## src/design/width_reduce_pkg.sv

```systemverilog
package width_reduce_pkg;

  // stream widths in bits
  localparam int DEFAULT_DIN_WIDTH = 128;
  localparam int DEFAULT_DOUT_WIDTH = 32;

  // buffer sizing in words
  localparam int DEFAULT_FIFO_DEPTH = 8;
  localparam int DEFAULT_ALMOST_FULL_MARGIN = 2;

  // saturating drop counter
  localparam int DROP_COUNT_WIDTH = 16;

  // bits needed to index a count of value items, never less than one
  function automatic int ceil_log2(input int value);
    int bits;
    int rem;
    bits = 0;
    rem = value - 1;
    while (rem > 0) begin
      bits = bits + 1;
      rem = rem >> 1;
    end
    if (bits == 0) begin
      bits = 1;
    end
    return bits;
  endfunction

endpackage
```

## src/design/width_reduce_top.sv

```systemverilog
`timescale 1ns/100ps

module width_reduce_top #(
  parameter int DIN_WIDTH          = width_reduce_pkg::DEFAULT_DIN_WIDTH,
  parameter int DOUT_WIDTH         = width_reduce_pkg::DEFAULT_DOUT_WIDTH,
  parameter int FIFO_DEPTH         = width_reduce_pkg::DEFAULT_FIFO_DEPTH,
  parameter int ALMOST_FULL_MARGIN = width_reduce_pkg::DEFAULT_ALMOST_FULL_MARGIN
) (
  input  logic                                         CLK,
  input  logic                                         RESETN,
  input  logic [DIN_WIDTH-1:0]                         din,
  input  logic                                         din_valid,
  output logic                                         ready,
  output logic [DOUT_WIDTH-1:0]                        dout,
  output logic                                         dout_valid,
  output logic [width_reduce_pkg::DROP_COUNT_WIDTH-1:0] drop_count
);

  import width_reduce_pkg::*;

  localparam int LEVEL_WIDTH = ceil_log2(FIFO_DEPTH + 1);

  logic wr_en;
  logic full;
  logic almost_full;
  logic rd_en;
  logic not_empty;
  logic [DIN_WIDTH-1:0] rd_data;
  // occupancy, observed only by the bound checker
  logic [LEVEL_WIDTH-1:0] level;

  ingress_gate u_ingress_gate (
    .CLK         (CLK),
    .RESETN      (RESETN),
    .din_valid   (din_valid),
    .full        (full),
    .almost_full (almost_full),
    .wr_en       (wr_en),
    .ready       (ready),
    .drop_count  (drop_count)
  );

  stream_fifo #(
    .WIDTH              (DIN_WIDTH),
    .DEPTH              (FIFO_DEPTH),
    .ALMOST_FULL_MARGIN (ALMOST_FULL_MARGIN)
  ) u_stream_fifo (
    .CLK         (CLK),
    .RESETN      (RESETN),
    .wr_en       (wr_en),
    .wr_data     (din),
    .rd_en       (rd_en),
    .rd_data     (rd_data),
    .not_empty   (not_empty),
    .full        (full),
    .almost_full (almost_full),
    .level       (level)
  );

  width_reducer #(
    .DIN_WIDTH  (DIN_WIDTH),
    .DOUT_WIDTH (DOUT_WIDTH)
  ) u_width_reducer (
    .CLK        (CLK),
    .RESETN     (RESETN),
    .rd_data    (rd_data),
    .not_empty  (not_empty),
    .rd_en      (rd_en),
    .dout       (dout),
    .dout_valid (dout_valid)
  );

endmodule

```

## src/design/width_reducer.sv

```systemverilog
`timescale 1ns/100ps

module width_reducer #(
  parameter int DIN_WIDTH  = width_reduce_pkg::DEFAULT_DIN_WIDTH,
  parameter int DOUT_WIDTH = width_reduce_pkg::DEFAULT_DOUT_WIDTH
) (
  input  logic                  CLK,
  input  logic                  RESETN,
  input  logic [DIN_WIDTH-1:0]  rd_data,
  input  logic                  not_empty,
  output logic                  rd_en,
  output logic [DOUT_WIDTH-1:0] dout,
  output logic                  dout_valid
);

  import width_reduce_pkg::*;

  localparam int LANES = DIN_WIDTH / DOUT_WIDTH;
  localparam int CNT_WIDTH = ceil_log2(LANES);
  localparam logic [CNT_WIDTH-1:0] LAST_LANE = CNT_WIDTH'(LANES - 1);

  // only whole ratios are supported
  generate
    if ((DIN_WIDTH % DOUT_WIDTH) != 0) begin : g_bad_ratio
      $error("width_reducer: DIN_WIDTH must be a multiple of DOUT_WIDTH");
    end
  endgenerate

  logic [DIN_WIDTH-1:0] hold;
  logic [CNT_WIDTH-1:0] lane_cnt;
  logic busy;
  logic last_lane;
  logic [DOUT_WIDTH-1:0] lane_data [LANES];

  // slice the held word, lane 0 is the least significant
  genvar i;
  generate
    for (i = 0; i < LANES; i++) begin : g_lane
      assign lane_data[i] = hold[i*DOUT_WIDTH +: DOUT_WIDTH];
    end
  endgenerate

  assign last_lane = (lane_cnt == LAST_LANE);

  // pop when idle or on the final lane so words run back to back
  assign rd_en = not_empty && (!busy || last_lane);

  // holding register, loaded at each pop
  always_ff @(posedge CLK) begin
    if (rd_en) begin
      hold <= rd_data;
    end
  end

  // lane sequencing
  always_ff @(posedge CLK) begin
    if (!RESETN) begin
      busy <= 1'b0;
      lane_cnt <= '0;
    end else if (rd_en) begin
      busy <= 1'b1;
      lane_cnt <= '0;
    end else if (busy) begin
      if (last_lane) begin
        busy <= 1'b0;
        lane_cnt <= '0;
      end else begin
        lane_cnt <= lane_cnt + 1'b1;
      end
    end
  end

  // output register keeps its last lane while idle
  always_ff @(posedge CLK) begin
    if (!RESETN) begin
      dout_valid <= 1'b0;
      dout <= '1;
    end else begin
      dout_valid <= busy;
      if (busy) begin
        dout <= lane_data[lane_cnt];
      end
    end
  end

endmodule

```

## src/design/stream_fifo.sv

```systemverilog
`timescale 1ns/100ps

module stream_fifo #(
  parameter int WIDTH              = width_reduce_pkg::DEFAULT_DIN_WIDTH,
  parameter int DEPTH              = width_reduce_pkg::DEFAULT_FIFO_DEPTH,
  parameter int ALMOST_FULL_MARGIN = width_reduce_pkg::DEFAULT_ALMOST_FULL_MARGIN
) (
  input  logic                                              CLK,
  input  logic                                              RESETN,
  input  logic                                              wr_en,
  input  logic [WIDTH-1:0]                                  wr_data,
  input  logic                                              rd_en,
  output logic [WIDTH-1:0]                                  rd_data,
  output logic                                              not_empty,
  output logic                                              full,
  output logic                                              almost_full,
  output logic [width_reduce_pkg::ceil_log2(DEPTH+1)-1:0]   level
);

  import width_reduce_pkg::*;

  localparam int PTR_WIDTH = ceil_log2(DEPTH);
  localparam int LEVEL_WIDTH = ceil_log2(DEPTH + 1);
  localparam logic [PTR_WIDTH-1:0] LAST_PTR = PTR_WIDTH'(DEPTH - 1);
  localparam logic [LEVEL_WIDTH-1:0] FULL_LEVEL = LEVEL_WIDTH'(DEPTH);
  localparam logic [LEVEL_WIDTH-1:0] AF_LEVEL = LEVEL_WIDTH'(DEPTH - ALMOST_FULL_MARGIN);

  logic [WIDTH-1:0] mem [DEPTH];
  logic [PTR_WIDTH-1:0] wr_ptr;
  logic [PTR_WIDTH-1:0] rd_ptr;
  logic [LEVEL_WIDTH-1:0] count;
  logic do_write;
  logic do_read;

  // guard both ends so a stray strobe cannot corrupt the pointers
  assign do_write = wr_en && !full;
  assign do_read = rd_en && not_empty;

  // storage array
  always_ff @(posedge CLK) begin
    if (do_write) begin
      mem[wr_ptr] <= wr_data;
    end
  end

  // pointers wrap explicitly so any depth works
  always_ff @(posedge CLK) begin
    if (!RESETN) begin
      wr_ptr <= '0;
    end else if (do_write) begin
      wr_ptr <= (wr_ptr == LAST_PTR) ? '0 : wr_ptr + 1'b1;
    end
  end

  always_ff @(posedge CLK) begin
    if (!RESETN) begin
      rd_ptr <= '0;
    end else if (do_read) begin
      rd_ptr <= (rd_ptr == LAST_PTR) ? '0 : rd_ptr + 1'b1;
    end
  end

  // occupancy, unchanged on simultaneous write and read
  always_ff @(posedge CLK) begin
    if (!RESETN) begin
      count <= '0;
    end else begin
      case ({do_write, do_read})
        2'b10:   count <= count + 1'b1;
        2'b01:   count <= count - 1'b1;
        default: count <= count;
      endcase
    end
  end

  // head entry shown directly
  assign rd_data = mem[rd_ptr];

  assign not_empty = (count != '0);
  assign full = (count == FULL_LEVEL);
  assign almost_full = (count >= AF_LEVEL);
  assign level = count;

endmodule

```

## src/design/ingress_gate.sv

```systemverilog
`timescale 1ns/100ps

module ingress_gate (
  input  logic                                         CLK,
  input  logic                                         RESETN,
  input  logic                                         din_valid,
  input  logic                                         full,
  input  logic                                         almost_full,
  output logic                                         wr_en,
  output logic                                         ready,
  output logic [width_reduce_pkg::DROP_COUNT_WIDTH-1:0] drop_count
);

  import width_reduce_pkg::*;

  localparam logic [DROP_COUNT_WIDTH-1:0] DROP_MAX = '1;

  logic dropped;
  logic at_max;

  // full alone decides admission, even when the reader pops this cycle
  assign wr_en = din_valid && !full;

  // word offered into a full buffer is lost
  assign dropped = din_valid && full;

  assign at_max = (drop_count == DROP_MAX);

  // saturating count of lost words
  always_ff @(posedge CLK) begin
    if (!RESETN) begin
      drop_count <= '0;
    end else if (dropped && !at_max) begin
      drop_count <= drop_count + 1'b1;
    end
  end

  // advisory level for the source, one cycle behind the flags
  always_ff @(posedge CLK) begin
    if (!RESETN) begin
      ready <= 1'b0;
    end else begin
      ready <= !(full || almost_full);
    end
  end

endmodule

```

## config.mk

```make
export PLATFORM = sky130hd
export DESIGN_NAME = width_reduce_top
export DESIGN_NICKNAME = d
export VERILOG_FILES = /design/src/design/width_reduce_pkg.sv /design/src/design/width_reduce_top.sv /design/src/design/width_reducer.sv /design/src/design/stream_fifo.sv /design/src/design/ingress_gate.sv
export SDC_FILE = /design/constraint.sdc
export NUM_CORES = 1
export LEC_CHECK = 0
export ABC_AREA = 1
export BUFFER_PORTS_ARGS = -buffer_cell sky130_fd_sc_hd__buf_2
export CAP_MARGIN = 20
export CORE_MARGIN = 2
export CORE_UTILIZATION = 46
export DETAILED_ROUTE_END_ITERATION = 10
export SYNTH_ARGS = -nofsm -noshare
export SYNTH_HDL_FRONTEND = slang
export SYNTH_SLANG_ARGS = --single-unit
```

## constraint.sdc

```tcl
create_clock -name CLK -period 18.45 [get_ports CLK]
set_input_delay 1.845 -clock CLK [delete_from_list [all_inputs] [get_ports CLK]]
set_output_delay 1.845 -clock CLK [all_outputs]
set_load 0.005 [all_outputs]
```

==> results.md <==
- The run finished with clean final reports.
- The required arrival time at the worst endpoint is 18780 ps.
- The initial standard-cell utilization of the core is 0.464.
- The clock transition time at the flip-flop clock pins of the worst setup and hold paths is 60 ps.
- The worst min-delay path class is reg -> reg.
- At the end of routability-driven placement, the weighted congestion stood at 0.795.
- The die is 324 um wide.
- Summed over all nets, the half-perimeter wirelength after detailed placement is 62200 um.
- The sequential group share of total power is 0.456.
- Clock tree synthesis selected as its root buffer the cell clkbuf_16.
- The max-cap check violation count is 0.
- The via count of the first global-routing pass is 26605.
- The DRC violations left is 0.
- In the synthesized netlist the dominant register cell turns out to be edfxtp_1.
- The first detailed-routing pass ran for 5 iterations.
- The highest net fanout along the worst path is 56.
- STA puts the critical path data arrival time at 4890 ps.
- For the pin with the worst max-slew slack, the measured transition is 1160 ps.
- After synthesis, the cell types taking the most area are edfxtp_1 (73%), nor2_1 (4.5%), nand2_1 (4.4%).
- After clock tree synthesis, the flow added hold-fix buffers numbering 0.
- The number of vias per cell is 5.53.
- The number of gates resized after CTS was 0.
- In this run, the number of DRC markers left after iteration 0 of detailed routing was 2783.
- The number of storage elements in the synthesis netlist is 1215.
- The count of nets left with antenna violations after detail routing is 0.
- The cell-internal power is 5370 uW.
- The analysis attributes to net switching a power of 2620 uW.
- In the global route stage, overall resource usage came out at 0.217.
- The sequential-to-total area share from yosys stat is 0.760.
- The total power density per cell area is 151 nW/um^2.
- The aggregate routed wire length is 115000 um.
- Of the cells placed in the final design, the portion with a size suffix greater than 1 is 0.109.
- The first-pass GRT wire length is 170000 um.
- The maximum resistive drop on vdd is 0.169 mV.
- The final layout contains 3756 nets.
- The worst setup skew after layout is 43.4 ps.
- In this run the count of I/O pins placed on the die edge is 181.
- The core area is 102000 sq um.
- For this design, the sink count on the clock tree is 1215.
- After detailed routing, the average wire length per cell comes to 22.6 um.
- The clock share of power is 0.294.
- Counting every net in the synthesized netlist gives 3634.
- Port buffering added 180 buffers.
- The number of antenna violations at the first check in global routing is 25.
- Of the total power, the share spent switching nets is 0.328.
- The setup total negative slack is 0 ps.
- The average cell area after synthesis is 13.5 sq um.
- The number of enable-type register cells in the synthesized netlist is 1152.
- The worst hold path begins at u_width_reducer.dout[3].
- The later pin in the worst-skew pair is clocked with a latency of 730 ps.
- The critical path is of the in -> reg type.
- The H-tree depth is 3.
- The maximum count of clock buffers along a single path is 3.
- The number of core rows is 117.
- The total instance count after detailed placement is 4859.
- The clock tree from TritonCTS is yes.
- STA classifies the critical path endpoint as a flop.
- In this run the worst setup path begins at din_valid.
- The total vias in the final route is 28132.
- For this run, the top clock speed supported by timing is 219 MHz.
- The biggest area contributor in the post-synthesis netlist is edfxtp_1.
- The static leakage is 0.0181 uW.
- From bottom edge to top edge, the die measures 324 um.
- The worst setup path is launched from a primary input.
- The final-report max-slew violation count is 0.
- The number of endpoints with negative hold slack in the final report is 0.
- The most instantiated library cell after synthesis is edfxtp_1.
- The total of endpoints with negative setup slack in the final report is 0.
- Synthesis produced 3494 cells.
- Of all flip-flops after synthesis, the portion carrying an async set or reset was 0.
- Counting instances in the post-synthesis netlist gives the leading cell types as edfxtp_1 (1152), nor2_1 (561), nand2_1 (557), o21ai_0 (296).
- Of the post-synthesis cell area, the dominant cell type holds 0.733.
- The synthesized netlist contains 29 unique library cells.
- The final cycle utilization of the critical path is 0.247.
- The pin count of the biggest net entering global routing is 226.
- The die covers 105000 sq um.
- The Yosys step of the flow raised 0 warnings.
- Clock tree synthesis inserted a total of 120 buffers.
- The share of total power dissipated in combinational logic is 0.250.
- The overflow left after global routing is 0.
- After the flow finishes, the layout carries non-filler instances totaling 5091.
- The worst slew margin relative to its limit is 0.224.
- Setup repair after global routing left no endpoint under its margin.
- The combined area of all synthesized cells is 47200 sq um.
- Once the clock tree was built, the setup fixing pass inserted 0 buffers.
- The worst register-to-register path begins at u_stream_fifo.level[1].
- The growth of design area from synthesis to finish is 12.4%.
- The post-layout minimum cycle time is 4560 ps.
## layout by cell type (no fill, tap or decap), types with 9 or more instances in the layout
cell and count:
nand2_1 557, clkinv_1 28, nand3_1 79, inv_1 62
clkinv_2 26, nor2_1 553, dfxtp_1 59, o22ai_1 128
buf_2 180, edfxtp_1 1152, o32ai_1 128, clkbuf_1 29
mux2i_1 128, clkbuf_16 121, buf_4 31, ha_1 9
a21oi_1 85, o21ai_0 296
## cells by family after synthesis
| logic type | Yosys count | synth area share |
|---|---|---|
| buf+inv | 288 | 0.0288 |
| simple gates | 1205 | 0.0984 |
| flops | 1215 | 0.760 |
| xor+xnor | 8 | 0.00149 |
| fa+ha+maj | 9 | 0.00239 |
| compound gates | 641 | 0.0818 |
| mux | 128 | 0.0272 |
## area by class of cell
| class | instances | area [sq um] |
|---|---|---|
| Clock inverter | 69 | 623 |
| Sequential cell | 1215 | 35900 |
| Timing Repair Buffer | 220 | 1330 |
| Tap cell | 1368 | 1710 |
| Fill cell | 8508 | 48700 |
| Clock buffer | 153 | 3180 |
| Inverter | 68 | 272 |
| Multi-Input combinational cell | 1991 | 10000 |
| Antenna cell | 7 | 17.5 |
## critical path, cell delays in order
cell	delay, ps
buf_2	110
nand2_1	150
nor2_1	120
inv_1	180
nor2_4	670
buf_4	810
buf_4	890
## through the flow
step                 util  hold WS, ps  area, sq um  setup slack [ps]  total power (uW)
floorplan               -          461        47200             10360              5020
global placement    0.483          446        49100             12990              5670
detailed placement  0.483          457        49100             12920              5690
CTS                 0.520          475        52900             13670              8040
global route        0.521          502        53000             13700              8380
finish              0.521          471        53000             13890              7990
## state kept, by name, summed over array words and instances (netlist names)
signal,cells
u_stream_fifo.mem,1024
u_width_reducer.hold,128
u_width_reducer.dout,32
u_ingress_gate.drop_count,16
u_stream_fifo.level,4
u_stream_fifo.rd_ptr,3
u_stream_fifo.wr_ptr,3
u_width_reducer.lane_cnt,2
u_ingress_gate.ready,1
u_width_reducer.busy,1
u_width_reducer.dout_valid,1
## per-layer routing
layer / up-vias / routed length (um) / global-route usage
li1: 13059 / - / -
met1: 13966 / 52000 / 0.318
met2: 927 / 51400 / 0.328
met3: 170 / 9060 / 0.0444
met4: 10 / 2640 / 0.0682
met5: - / 60 / 0
## final timing paths
| check | endpoint | slack, ps | depth (start not counted) |
|---|---|---|---|
| max reg2reg | u_stream_fifo.mem[1][45] | 14490 | 8 |
| max | u_stream_fifo.mem[1][45] | 13890 | 7 |
| min reg2reg | u_width_reducer.dout[3] | 470 | 2 |
| min | u_width_reducer.dout[3] | 470 | 2 |
## power by group through the flow
stage                     clock network (uW)  logic (uW)  registers (uW)
after global placement                     0        1970            3700
final                                   2350        1990            3650
after global routing                    2500        2200            3670
after CTS                               2400        2000            3650
after detailed placement                   0        1990            3700
after floorplan                            0        1380            3630
Note: power is estimated with default switching activity, not from simulation.
